### src/source/vec_alu_params.svh
// ~~~~~~~~~~~~~~~~~~~~~~~~~~~~~~~~~~~~~~~~~~~~~~~~~~~~~~~~~~~
// VLEN must be a multiple of 32. NUM_ALU from 1 to 4.
// RS_DEPTH must be a power of two, at least NUM_ALU.
// ~~~~~~~~~~~~~~~~~~~~~~~~~~~~~~~~~~~~~~~~~~~~~~~~~~~~~~~~~~~
`ifndef VEC_ALU_PARAMS_SVH
`define VEC_ALU_PARAMS_SVH

// vector register width in bits
`define VLEN 128

// ALU lanes fed from one station
`define NUM_ALU 2

// station entries
`define RS_DEPTH 8

// ROB tag bits
`define ROB_TAG_W 4

`endif

### src/source/vec_alu_pkg.sv
// ~~~~~~~~~~~~~~~~~~~~~~~~~~~~~~~~~~~~~~~~~~~~~~~~~~~~~~~~~~~
// Types shared by the vector ALU cluster.
// Operand order follows RVV, vd = vs2 op vs1.
// ~~~~~~~~~~~~~~~~~~~~~~~~~~~~~~~~~~~~~~~~~~~~~~~~~~~~~~~~~~~
`include "vec_alu_params.svh"

package vec_alu_pkg;

  // full 3-bit space is used, no spare code
  typedef enum logic [2:0] {
    ALU_ADD = 3'd0,
    ALU_SUB = 3'd1,
    ALU_SLL = 3'd2,
    ALU_SRL = 3'd3,
    ALU_SRA = 3'd4,
    ALU_AND = 3'd5,
    ALU_OR  = 3'd6,
    ALU_XOR = 3'd7
  } alu_op_e;

  // 2'd3 is not a legal element width
  typedef enum logic [1:0] {
    SEW_8  = 2'd0,
    SEW_16 = 2'd1,
    SEW_32 = 2'd2
  } sew_e;

  // one vector register, viewed per sew
  typedef union packed {
    logic [`VLEN/8-1:0][7:0]   b;
    logic [`VLEN/16-1:0][15:0] h;
    logic [`VLEN/32-1:0][31:0] w;
  } vreg_u;

  typedef struct packed {
    logic [`ROB_TAG_W-1:0] tag;
    alu_op_e               op;
    sew_e                  sew;
    vreg_u                 vs2;
    vreg_u                 vs1;
  } alu_uop_t;

  typedef struct packed {
    logic [`ROB_TAG_W-1:0] tag;
    vreg_u                 data;
  } alu_result_t;

endpackage

### src/source/vec_alu_rs.sv
// ~~~~~~~~~~~~~~~~~~~~~~~~~~~~~~~~~~~~~~~~~~~~~~~~~~~~~~~~~~~
// Circular buffer with one push and up to NUM_ALU pops per cycle.
// A push while full is dropped. Pops must be contiguous
// from lane 0 and never exceed the entry count.
// ~~~~~~~~~~~~~~~~~~~~~~~~~~~~~~~~~~~~~~~~~~~~~~~~~~~~~~~~~~~
`timescale 1ns/1ps
`include "vec_alu_params.svh"

module vec_alu_rs
  import vec_alu_pkg::*;
(
  input  logic                           clk,
  input  logic                           rst,
  input  logic                           push,
  input  alu_uop_t                       push_uop,
  input  logic     [`NUM_ALU-1:0]        pop,
  output logic                           full,
  output logic                           rs_empty,
  output logic     [`NUM_ALU-1:1]        rs_almost_empty,
  output alu_uop_t [`NUM_ALU-1:0]        lane_uop
);

  localparam int PTR_W = $clog2(`RS_DEPTH);
  localparam int CNT_W = $clog2(`RS_DEPTH + 1);
  localparam int POP_W = $clog2(`NUM_ALU + 1);

  // entry storage
  alu_uop_t             mem [`RS_DEPTH];
  logic     [PTR_W-1:0] head;
  logic     [PTR_W-1:0] tail;
  logic     [CNT_W-1:0] count;
  logic     [POP_W-1:0] pop_cnt;
  logic                 push_ok;

  // drop the push when no room
  assign push_ok = push && !full;

  // number of lanes retiring this cycle
  always_comb begin
    pop_cnt = '0;
    for (int i = 0; i < `NUM_ALU; i++) begin
      pop_cnt = pop_cnt + POP_W'(pop[i]);
    end
  end

  // pointers and occupancy
  always_ff @(posedge clk) begin
    if (rst) begin
      head  <= '0;
      tail  <= '0;
      count <= '0;
    end else begin
      if (push_ok) begin
        tail <= tail + 1'b1;
      end
      // head skips every popped entry at once
      head  <= head + PTR_W'(pop_cnt);
      count <= count + CNT_W'(push_ok) - CNT_W'(pop_cnt);
    end
  end

  // entry payload written at tail
  always_ff @(posedge clk) begin
    if (push_ok) begin
      mem[tail] <= push_uop;
    end
  end

  assign full     = (count == CNT_W'(`RS_DEPTH));
  assign rs_empty = (count == '0);

  // bit i high when lane i has nothing to read
  for (genvar i = 1; i < `NUM_ALU; i++) begin : g_aempty
    assign rs_almost_empty[i] = (count <= CNT_W'(i));
  end

  // lane i reads head + i modulo depth
  for (genvar i = 0; i < `NUM_ALU; i++) begin : g_rd
    logic [PTR_W-1:0] rd_idx;
    assign rd_idx      = head + PTR_W'(i);
    assign lane_uop[i] = mem[rd_idx];
  end

  // dispatch must watch full
  a_no_push_full : assert property (@(posedge clk) disable iff (rst)
    !(push && full))
    else $error("push while station full");

  // popped lanes form a run from lane 0
  a_pop_contig : assert property (@(posedge clk) disable iff (rst)
    ((pop & (pop + 1'b1)) == '0))
    else $error("pop vector not contiguous");

  // cannot retire entries the station does not hold
  a_pop_le_count : assert property (@(posedge clk) disable iff (rst)
    (CNT_W'(pop_cnt) <= count))
    else $error("pop exceeds entry count");

endmodule

### config.mk
export PLATFORM = sky130hd
export DESIGN_NAME = vec_alu_rs
export DESIGN_NICKNAME = d
export VERILOG_FILES = /design/src/source/vec_alu_pkg.sv /design/src/source/vec_alu_rs.sv
export VERILOG_INCLUDE_DIRS = /design/src /design/src/source
export SDC_FILE = /design/constraint.sdc
export NUM_CORES = 2
export LEC_CHECK = 0
export BUFFER_PORTS_ARGS = -buffer_cell sky130_fd_sc_hd__buf_2
export CAP_MARGIN = 30
export CORE_UTILIZATION = 40
export CTS_CLUSTER_DIAMETER = 200
export DETAILED_ROUTE_END_ITERATION = 8
export SLEW_MARGIN = 20
export SYNTH_ARGS = -nofsm -noshare
export SYNTH_HDL_FRONTEND = slang
export SYNTH_SLANG_ARGS = --single-unit
### constraint.sdc
create_clock -name clk -period 22.4 [get_ports clk]
set_input_delay 4.48 -clock clk [delete_from_list [all_inputs] [get_ports clk]]
set_output_delay 4.48 -clock clk [all_outputs]
set_load 0.03 [all_outputs]
==> flow_metrics.py <==
metrics = {
    "timing": {
        "clock_skew_ps": 32.3,
        "post-route-period-util_pct": 47.0,
        "whs_ps": 523,
        "transition_time_at_the_pin_with_the_least_slew_margin_ps": 1160,
        "maxClockFrequency_ghz": 0.0950,
        "period_minus_slack_ps": 10520,
        "rsz0062_at_grt": "false",
        "finalMaxSlewViolations": 0,
        "final.setup.tns_ps": 0,
        "final_critical_path_setup_slack_ps": 11880,
        "max-slew-margin-rel_pct": 22.6,
        "report.final.setup_viol": 0,
        "timing.final.hold_violations": 0,
    },
    "detailed_routing": {
        "detailroute.via_count": 47700,
        "drt.antenna.violating_nets": 0,
        "drc_viols": 0,
        "detail_route.first_pass.iterations": 5,
        "routed_via_density": 5.75,
        "detailedRoute.firstIterationViolations": 3742,
        "wl_per_cell_um": 29.0,
        "detailed_route_wl_mm": 240,
    },
    "logic_synthesis": {
        "syn-instance-count": 4076,
        "yosys.cell_types.count": 27,
        "synth_fa_ha_area_share_pct": 0.184,
        "post_synth_mux_area_share_pct": 31.2,
        "synth.net_count": 4359,
        "synth_top_family_by_area": "multiplexers",
        "portion_of_synthesized_cell_area_occupied_by_the_leading_cell_type_pct": 66.0,
        "post-synth-top-area-cell": "edfxtp_1",
        "synth.top_cells.by_area": "edfxtp_1 66%, mux4_2 24%, mux2_2 6.2%, mux4_1 1.3%, buf_6 1.3%",
        "synth_compound_gate_area_share_pct": 0.0337,
        "synth_xor_area_share_pct": 0.0272,
        "synth_area_per_cell_um2": 23.7,
        "count_of_yosys_warnings_during_synthesis": 0,
        "postSynthRegisterBits": 2130,
        "ys_seq_area_share_pct": 66.2,
        "synth_simple_gate_area_share_pct": 0.153,
        "synthesis.area_um2": 96400,
    },
    "global_routing": {
        "first_global_vias": 50600,
        "groute.layer.met2.usage_pct": 33.0,
        "busiest_layer": "met2",
        "grt_remaining_overflow": 0,
        "grt.total_usage_pct": 19.6,
        "groute.layer.met3.usage_pct": 5.41,
        "initial_antenna_violation_count": 78,
        "met1_usage_pct": 24.3,
        "maximum_number_of_pins_on_one_net_before_global_route_repair": 152,
        "grt_pass1_wl_mm": 350,
    },
    "floorplan": {
        "num_rows": 179,
        "dieHeight_um": 493,
        "starting_density_of_the_core_pct": 40.4,
        "chipWidth_um": 493,
        "num_io_pins": 803,
        "core_area_um2": 239000,
        "dieArea_um2": 243000,
    },
    "layout": {
        "drive_gt1_share_pct": 54.4,
        "utilization_pct": 46.5,
        "final_cells": 8296,
        "nFillCells": 19700,
        "final_net_count": 5179,
        "final_common_cell": "edfxtp_1",
        "most-common-layout-cells": "2120 x edfxtp_1, 1012 x mux4_2, 802 x buf_2, 532 x mux2_2, 225 x clkbuf_16",
        "area_growth_syn_to_layout_pct": 15.0,
        "final_area_um2": 111000,
    },
    "worst_setup_path": {
        "critical_path_start_end_classification": "flip-flop to output pin",
        "start_kind": "flip-flop",
        "worst_reg_to_reg_path_cell_count": 9,
        "crit_required_ps": 17920,
        "critPathMaxFanout": 126,
        "critical_path.reg2reg.endpoint": "mem[6][206]",
        "setup.reg_to_reg.worst_slack_ps": 18100,
        "worstReg2RegStart": "count[2]",
        "cp-end-kind": "output pin",
        "arrival_time_reported_for_the_critical_path_endpoint_ps": 6040,
    },
    "clocking": {
        "ctsHtreeMaxLevel": 4,
        "cts_tree": "done",
        "cts.repair.resized": 0,
        "clkSinkCount": 2130,
        "clkSlewWorstSetupHoldPaths_ps": 60,
        "postCtsHoldBufs": 0,
        "tritoncts.num_buffers": 222,
        "cts-root-to-sink-buffers": 3,
        "postCtsSetupRepairBufs": 0,
        "worst_skew_pair.late_latency_ps": 860,
        "cts_root_buffer_type": "clkbuf_16",
    },
    "power": {
        "power_frac_comb_pct": 29.5,
        "power_frac_seq_pct": 39.5,
        "power_consumption_mw": 11.9,
        "p_leak_nw": 35.0,
        "pwr_density_cell_nw_per_um2": 107,
        "power.clock.fraction_pct": 31.0,
        "switchingPower_mw": 3.70,
        "power.share.switching_pct": 31.2,
        "cell_internal_pwr_mw": 8.18,
        "ir_drop_v": 0.0000868,
    },
    "placed_design": {
        "dp_cells": 7832,
        "placedInstanceArea_um2": 103000,
        "dp.final_hpwl_mm": 140,
        "post_place_setup_slack_ps": 12280,
        "port_buffers": 802,
        "gpl.final_weighted_congestion": 0.766,
    },
    "worst_hold_path": {
        "timing.hold.worst_endpoint": "tail[0]",
        "hold_path_startpoint": "tail[0]",
        "min_path_cells": 2,
        "path_type_of_the_worst_min_delay_path": "flip-flop to flip-flop",
    },
    "status": {
        "run_status": "complete, no violations",
    },
    "run": {
        "max_cap_violations": 0,
    },
}
power by group through the flow:
stage	logic [mW]	registers [mW]	clock network (mW)
CTS	3.55	4.69	3.79
global route	3.69	4.71	3.92
finish	3.50	4.69	3.69
floorplan	2.61	4.80	0
global placement	3.52	4.76	0
detailed placement	3.53	4.77	0
cell usage after synthesis:
library cell	n
edfxtp_1	2120
mux4_2	1012
mux2_2	532
buf_2	110
buf_6	108
clkbuf_1	49
mux4_1	48
buf_1	22
ha_1	11
dfxtp_1	10
nor2_1	10
nor2b_1	8
inv_1	7
buf_8	5
a21oi_1	3
nand3_1	3
buf_4	2
fa_1	2
nand2_1	2
nand2b_1	2
nor3_1	2
o21ai_0	2
xnor2_1	2
a21o_1	1
or3_1	1
or3b_2	1
xor2_1	1
worst max-delay path, cell delays in order, from the launching register on:
cell	delay [ps]
dfxtp_4	850
buf_4	500
buf_16	290
buf_4	740
buf_12	650
buf_4	850
mux4_2	590
mux2_2	320
buf_2	190
flip-flops by register name (all words and copies together), names as in the netlist:
name	cells
count	4
head	3
mem	2120
tail	3
area by class of cell:
| cell class | instances | area, µm² | area share [%] |
|---|---|---|---|
| Multi-Input combinational cell | 1643 | 30500 | 27.5 |
| Antenna cell | 41 | 103 | 0.0925 |
| Sequential cell | 2130 | 63900 | 57.6 |
| Tap cell | 3167 | 3960 | 3.57 |
| Timing Repair Buffer | 892 | 5150 | 4.64 |
| Inverter | 7 | 26.3 | 0.0237 |
| Clock inverter | 144 | 1500 | 1.35 |
| Clock buffer | 272 | 5810 | 5.23 |
layer usage:
layer,vias to the layer above,share of wire [%]
met5,-,0.15
met4,58,3.4
met3,421,7.4
met2,1448,50
met1,25900,39
li1,19900,-
logic make-up after synthesis:
| family | after synthesis |
|---|---|
| buf+inv | 303 |
| fa+ha+maj | 13 |
| xor+xnor | 3 |
| simple gates | 29 |
| compound gates | 6 |
| mux | 1592 |
| flops | 2130 |
worst max-delay path by stage:
stage	cells past startpoint	end	startpoint
6_report	8	lane_uop[163]	head[0]
5_1_grt	8	lane_uop[163]	head[0]
4_1_cts	7	lane_uop[114]	head[0]
3_5_place_dp	7	lane_uop[114]	head[0]
3_3_place_gp	7	lane_uop[114]	head[0]
2_1_floorplan	3	mem[2][0]	push
No activity file was read; power rests on OpenSTA's default activity.
