<file path="src/source/vec_alu_params.svh">
// ~~~~~~~~~~~~~~~~~~~~~~~~~~~~~~~~~~~~~~~~~~~~~~~~~~~~~~~~~~~
// VLEN must be a multiple of 32. NUM_ALU from 1 to 4.
// RS_DEPTH must be a power of two, at least NUM_ALU.
// ~~~~~~~~~~~~~~~~~~~~~~~~~~~~~~~~~~~~~~~~~~~~~~~~~~~~~~~~~~~
`ifndef VEC_ALU_PARAMS_SVH
`define VEC_ALU_PARAMS_SVH

// vector register width in bits
`define VLEN 128

// ALU lanes fed from one station
`define NUM_ALU 2

// station entries
`define RS_DEPTH 8

// ROB tag bits
`define ROB_TAG_W 4

`endif

</file>
<file path="src/source/vec_alu_pkg.sv">
// ~~~~~~~~~~~~~~~~~~~~~~~~~~~~~~~~~~~~~~~~~~~~~~~~~~~~~~~~~~~
// Types shared by the vector ALU cluster.
// Operand order follows RVV, vd = vs2 op vs1.
// ~~~~~~~~~~~~~~~~~~~~~~~~~~~~~~~~~~~~~~~~~~~~~~~~~~~~~~~~~~~
`include "vec_alu_params.svh"

package vec_alu_pkg;

  // full 3-bit space is used, no spare code
  typedef enum logic [2:0] {
    ALU_ADD = 3'd0,
    ALU_SUB = 3'd1,
    ALU_SLL = 3'd2,
    ALU_SRL = 3'd3,
    ALU_SRA = 3'd4,
    ALU_AND = 3'd5,
    ALU_OR  = 3'd6,
    ALU_XOR = 3'd7
  } alu_op_e;

  // 2'd3 is not a legal element width
  typedef enum logic [1:0] {
    SEW_8  = 2'd0,
    SEW_16 = 2'd1,
    SEW_32 = 2'd2
  } sew_e;

  // one vector register, viewed per sew
  typedef union packed {
    logic [`VLEN/8-1:0][7:0]   b;
    logic [`VLEN/16-1:0][15:0] h;
    logic [`VLEN/32-1:0][31:0] w;
  } vreg_u;

  typedef struct packed {
    logic [`ROB_TAG_W-1:0] tag;
    alu_op_e               op;
    sew_e                  sew;
    vreg_u                 vs2;
    vreg_u                 vs1;
  } alu_uop_t;

  typedef struct packed {
    logic [`ROB_TAG_W-1:0] tag;
    vreg_u                 data;
  } alu_result_t;

endpackage

</file>
<file path="src/source/vec_alu_addsub.sv">
// ~~~~~~~~~~~~~~~~~~~~~~~~~~~~~~~~~~~~~~~~~~~~~~~~~~~~~~~~~~~
// Element-wise add and subtract on 8-bit slices.
// Carries stay inside one element; results wrap, no saturation.
// ~~~~~~~~~~~~~~~~~~~~~~~~~~~~~~~~~~~~~~~~~~~~~~~~~~~~~~~~~~~
`timescale 1ns/1ps
`include "vec_alu_params.svh"

module vec_alu_addsub
  import vec_alu_pkg::*;
(
  input  logic  is_sub,
  input  sew_e  sew,
  input  vreg_u a,
  input  vreg_u b,
  output vreg_u sum
);

  localparam int NB = `VLEN / 8;

  // second operand after optional inversion
  vreg_u                b_op;
  // carry[k] enters byte k from byte k-1
  logic  [NB:0]         carry;
  logic  [NB-1:0][7:0]  byte_sum;

  // two's complement, invert here and add one below
  assign b_op     = is_sub ? ~b : b;
  assign carry[0] = 1'b0;

  for (genvar k = 0; k < NB; k++) begin : g_byte
    logic elem_lo;
    logic cin;

    // is byte k the lowest byte of its element
    always_comb begin
      case (sew)
        SEW_16:  elem_lo = (k % 2 == 0);
        SEW_32:  elem_lo = (k % 4 == 0);
        default: elem_lo = 1'b1;
      endcase
    end

    // element start takes the subtract one,
    // upper bytes take the ripple carry
    assign cin = elem_lo ? is_sub : carry[k];

    // 8-bit slice, carry out on bit 8
    assign {carry[k+1], byte_sum[k]} = {1'b0, a.b[k]} + {1'b0, b_op.b[k]} + {8'd0, cin};
  end

  // top carry of each element is dropped
  assign sum.b = byte_sum;

endmodule

</file>
<file path="src/source/vec_alu_shift.sv">
// ~~~~~~~~~~~~~~~~~~~~~~~~~~~~~~~~~~~~~~~~~~~~~~~~~~~~~~~~~~~
// Element shifts sll, srl, sra.
// Amount is the low log2(sew) bits of each vs1 element.
// ~~~~~~~~~~~~~~~~~~~~~~~~~~~~~~~~~~~~~~~~~~~~~~~~~~~~~~~~~~~
`timescale 1ns/1ps
`include "vec_alu_params.svh"

module vec_alu_shift
  import vec_alu_pkg::*;
(
  input  alu_op_e op,
  input  sew_e    sew,
  input  vreg_u   a,
  input  vreg_u   amt,
  output vreg_u   res
);

  localparam int NB = `VLEN / 8;
  localparam int NH = `VLEN / 16;
  localparam int NW = `VLEN / 32;

  logic                 is_sra;
  logic [NB-1:0][7:0]   sl8;
  logic [NB-1:0][7:0]   sr8;
  logic [NH-1:0][15:0]  sl16;
  logic [NH-1:0][15:0]  sr16;
  logic [NW-1:0][31:0]  sl32;
  logic [NW-1:0][31:0]  sr32;

  // srl is sra with a zero fill bit
  assign is_sra = (op == ALU_SRA);

  // e8, 3-bit amount
  for (genvar k = 0; k < NB; k++) begin : g_e8
    logic       fill;
    logic [8:0] ext;
    assign fill   = is_sra & a.b[k][7];
    assign ext    = $signed({fill, a.b[k]}) >>> amt.b[k][2:0];
    assign sr8[k] = ext[7:0];
    assign sl8[k] = a.b[k] << amt.b[k][2:0];
  end

  // e16, 4-bit amount
  for (genvar k = 0; k < NH; k++) begin : g_e16
    logic        fill;
    logic [16:0] ext;
    assign fill    = is_sra & a.h[k][15];
    assign ext     = $signed({fill, a.h[k]}) >>> amt.h[k][3:0];
    assign sr16[k] = ext[15:0];
    assign sl16[k] = a.h[k] << amt.h[k][3:0];
  end

  // e32, 5-bit amount
  for (genvar k = 0; k < NW; k++) begin : g_e32
    logic        fill;
    logic [32:0] ext;
    assign fill    = is_sra & a.w[k][31];
    assign ext     = $signed({fill, a.w[k]}) >>> amt.w[k][4:0];
    assign sr32[k] = ext[31:0];
    assign sl32[k] = a.w[k] << amt.w[k][4:0];
  end

  // pick width view, then direction
  always_comb begin
    case (sew)
      SEW_16:  res.h = (op == ALU_SLL) ? sl16 : sr16;
      SEW_32:  res.w = (op == ALU_SLL) ? sl32 : sr32;
      default: res.b = (op == ALU_SLL) ? sl8 : sr8;
    endcase
  end

endmodule

</file>
<file path="src/source/vec_alu_unit.sv">
// ~~~~~~~~~~~~~~~~~~~~~~~~~~~~~~~~~~~~~~~~~~~~~~~~~~~~~~~~~~~
// One combinational ALU lane, zero latency.
// Result valid follows uop valid in the same cycle.
// ~~~~~~~~~~~~~~~~~~~~~~~~~~~~~~~~~~~~~~~~~~~~~~~~~~~~~~~~~~~
`timescale 1ns/1ps

module vec_alu_unit
  import vec_alu_pkg::*;
(
  input  logic        uop_valid,
  input  alu_uop_t    uop,
  output logic        result_valid,
  output alu_result_t result
);

  // opcode class
  logic  is_sub;
  logic  is_addsub;
  logic  is_shift;

  // sub-unit outputs
  vreg_u addsub_res;
  vreg_u shift_res;
  vreg_u logic_res;

  // decode
  assign is_sub    = (uop.op == ALU_SUB);
  assign is_addsub = (uop.op == ALU_ADD) || is_sub;
  assign is_shift  = (uop.op == ALU_SLL) || (uop.op == ALU_SRL) || (uop.op == ALU_SRA);

  vec_alu_addsub u_addsub (
    .is_sub (is_sub),
    .sew    (uop.sew),
    .a      (uop.vs2),
    .b      (uop.vs1),
    .sum    (addsub_res)
  );

  // vs2 is the shifted value, vs1 the amount
  vec_alu_shift u_shift (
    .op     (uop.op),
    .sew    (uop.sew),
    .a      (uop.vs2),
    .amt    (uop.vs1),
    .res    (shift_res)
  );

  // bitwise ops ignore sew
  always_comb begin
    case (uop.op)
      ALU_AND: logic_res = uop.vs2 & uop.vs1;
      ALU_OR:  logic_res = uop.vs2 | uop.vs1;
      default: logic_res = uop.vs2 ^ uop.vs1;
    endcase
  end

  // result mux by class
  always_comb begin
    result.tag = uop.tag;
    if (is_addsub) begin
      result.data = addsub_res;
    end else if (is_shift) begin
      result.data = shift_res;
    end else begin
      result.data = logic_res;
    end
  end

  assign result_valid = uop_valid;

  // station must only hold decodable uops
  always_comb begin
    if (uop_valid) begin
      a_legal_uop : assert final (!$isunknown(uop.op) &&
                                  (uop.sew inside {SEW_8, SEW_16, SEW_32}))
        else $error("illegal opcode or sew on valid uop");
    end
  end

endmodule

</file>
<file path="config.mk">
export PLATFORM = sky130hd
export DESIGN_NAME = vec_alu_unit
export DESIGN_NICKNAME = d
export VERILOG_FILES = /design/src/source/vec_alu_pkg.sv /design/src/source/vec_alu_addsub.sv /design/src/source/vec_alu_shift.sv /design/src/source/vec_alu_unit.sv
export VERILOG_INCLUDE_DIRS = /design/src /design/src/source
export SDC_FILE = /design/constraint.sdc
export NUM_CORES = 2
export LEC_CHECK = 0
export CORE_UTILIZATION = 47
export DETAILED_ROUTE_END_ITERATION = 8
export DONT_BUFFER_PORTS = 1
export SLEW_MARGIN = 10
export SYNTH_ARGS = -nofsm -noshare
export SYNTH_HDL_FRONTEND = slang
export SYNTH_HIERARCHICAL = 1
export SYNTH_SLANG_ARGS = --single-unit
export TNS_END_PERCENT = 30
</file>
<file path="constraint.sdc">
create_clock -name vclk -period 27.4
set_clock_uncertainty 0.1 [all_clocks]
set_input_delay 1.37 -clock vclk [all_inputs]
set_output_delay 1.37 -clock vclk [all_outputs]
set_load 0.01 [all_outputs]
</file>
==> impl_metrics.py <==
metrics = {
    "status": {
        "outcome": "complete, no violations",
    },
    "route": {
        "drtIter0Drc": 8474,
        "vias": 52300,
        "firstDrtPassIters": 7,
        "drc": 0,
        "via_per_inst": 7.28,
        "drtAntennaViolNets": 0,
        "wl_per_cell_um": 29.1,
        "routed_wl_um": 209000,
    },
    "floorplan": {
        "die_height_um": 318,
        "fp.dieW_um": 318,
        "dieArea_um2": 101000,
        "start_util_pct": 47.5,
        "fp.coreArea_um2": 98600,
        "std_cell_rows": 115,
        "ioPinCount": 399,
    },
    "layout": {
        "ff_latch_area_um2": 0,
        "num_antenna_cells": 0,
        "final_core_util_pct": 46.5,
        "seq_cells": 0,
        "n_fill_cell": 10200,
        "area_growth_pct": -2.02,
        "fin_nets": 6561,
        "multi_input_area_um2": 42200,
        "drive_gt1_share_pct": 9.75,
        "clkbuf_count": 0,
    },
    "power": {
        "ir_drop_uv": 14.9,
        "p_leak_nw": 18.4,
        "finalPower_mw": 0.884,
        "power.density_nw_per_um2": 19.3,
    },
    "sta": {
        "fmax_mhz": 82.5,
        "fin_ws_ns": 15.27,
        "maxSlewHeadroom_pct": 9.71,
        "rsz0062_at_grt": "no",
        "setup_viol": 0,
        "finalWorstPathRequiredPeriod_ns": 12.13,
        "worstMarginPinSlew_ns": 1.35,
        "fin_crit_sh_pct": 44.3,
        "hold_viol_final": 0,
        "setup_tns_ns": 0,
        "maxSlewViolCount": 0,
        "worst_hold_slack_ns": 2.64,
    },
    "cts": {
        "post_cts.repair.setup_buffers": 0,
        "cts_resized": 0,
        "cts_hold_buf": 0,
    },
    "worst_setup_path": {
        "critPathCaptureType": "output pin",
        "slowest_stage": "buf_4",
        "start_kind": "input port",
        "crit_arrival_ns": 10.66,
        "worstPathMaxFanout": 36,
        "max_stage_delay_ns": 0.70,
        "cp.required_ns": 25.93,
        "path_common_cell": "fa_1",
        "crit_type": "input port to output pin",
    },
    "run": {
        "cap_violations": 0,
    },
    "global_routing": {
        "first_global_vias": 48300,
        "track_usage_pct": 39.3,
        "antenna_found_initial": 3,
        "grt_pass1_wl_um": 315000,
        "grt-ovfl-total": 0,
        "grt_max_degree": 416,
    },
    "synthesis": {
        "yosys-top-cells-count": "650 x nor2_1, 526 x mux2i_1, 506 x o21ai_0",
        "ys_top_cells_by_area": "mux2i_1 11%, mux4_2 11%, ha_1 9.8%, o21ai_0 5.4%, nor2_1 5.2%",
        "syn_area_um2": 46800,
        "synthCells": 6546,
        "synth_warnings": 6,
        "yosysMostFrequentCell": "nor2_1",
        "synth-seq-area-share_pct": 0,
        "synth.avg_cell_area_um2": 7.15,
        "synth_top_area_share_pct": 11.2,
        "ys_types": 99,
        "yosys.area.top_type": "mux2i_1",
        "synth_nets": 7207,
    },
    "worst_hold_path": {
        "hold_depth": 0,
        "holdCritStartpoint": "uop[263]",
        "worst_hold_path_type": "input port to output pin",
        "min_to": "result[130]",
    },
    "place": {
        "gp_congestion": 1.01,
        "post-place-ws_ns": 15.41,
        "hpwlAfterDp_um": 143000,
        "port_buffers": 0,
    },
}
-- placed cells by master, fill, tap and decap left out, types with 28 or more instances in the layout --
cell	synthesis	layout
mux2i_1	526	526
nor3_1	117	117
nand3_1	144	144
o31ai_1	34	34
or2_2	30	30
o2111ai_1	40	40
nor2_1	650	643
o21ai_0	506	506
mux2_2	195	195
a31oi_1	94	94
ha_1	367	364
mux4_2	224	224
o22ai_1	77	77
xor2_1	119	119
inv_1	391	391
a221oi_1	34	34
o21a_1	48	48
a311oi_1	28	28
and2_0	33	33
nor2b_1	94	91
a22oi_1	159	159
nand2b_1	57	56
and2_1	134	132
xnor2_1	79	79
buf_4	52	60
o221ai_1	30	30
nand2_1	400	400
a211o_1	37	37
o211ai_1	233	233
fa_1	28	28
a211oi_1	99	99
a21oi_1	288	288
-- metal layers --
metal | GRT usage (%) | part of all wire, % | vias to the layer above
met1 | 52.4 | 40 | 25000
met3 | 8.42 | 11 | 648
li1 | - | - | 23100
met4 | 17.5 | 5.3 | 8
met2 | 60.5 | 43 | 3459
met5 | 0.520 | 0.061 | -
-- metrics by stage --
step,instance area (um2),cells
floorplan,46800,6546
global placement,45900,7185
detailed placement,45900,7185
CTS,45900,7185
global route,45900,7185
finish,45900,7185
-- worst max path at each step --
stage / from / to / slack [ns] / depth (start not counted)
final: uop[260] / result[62] / 15.27 / 35
after global routing: uop[260] / result[62] / 14.73 / 35
after CTS: uop[260] / result[62] / 15.38 / 35
after detailed placement: uop[260] / result[62] / 15.41 / 35
after global placement: uop[260] / result[62] / 15.45 / 35
after floorplan: uop[260] / result[62] / 16.72 / 37
-- layout make-up --
| class | instances | area share [%] |
|---|---|---|
| inverters | 405 | 3.31 |
| multi-input cells | 5431 | 92.1 |
| well taps | 1287 | 3.51 |
| repair buffers | 62 | 1.07 |
-- power breakdown --
group	leakage [nW]	internal [mW]	switching [mW]	total (mW)
sequential	0	0	0	0
clock	0	0	0	0
combinational	18.4	0.371	0.513	0.884
-- cell families (layout without fill, tap and decap cells) --
| kind of cell | count (synthesis) | count (layout) | synth area share, % |
|---|---|---|---|
| buf+inv | 1115 | 467 | 9.99 |
| mux | 955 | 955 | 27.2 |
| xor+xnor | 198 | 198 | 3.70 |
| fa+ha+maj | 395 | 395 | 11.0 |
| compound gates | 2060 | 2060 | 29.7 |
| simple gates | 1823 | 1823 | 18.4 |
-- critical path, delay by kind of cell --
| kind | cells | cell delay, ns |
|---|---|---|
| adders and majority gates | 7 | 2.99 |
| and+or+nand+nor | 7 | 1.06 |
| xor gates and xnor gates | 1 | 0.24 |
| buffers and inverters | 3 | 1.32 |
| AOI/OAI and AO/OA | 17 | 3.61 |
No activity file was read; power rests on OpenSTA's default activity.
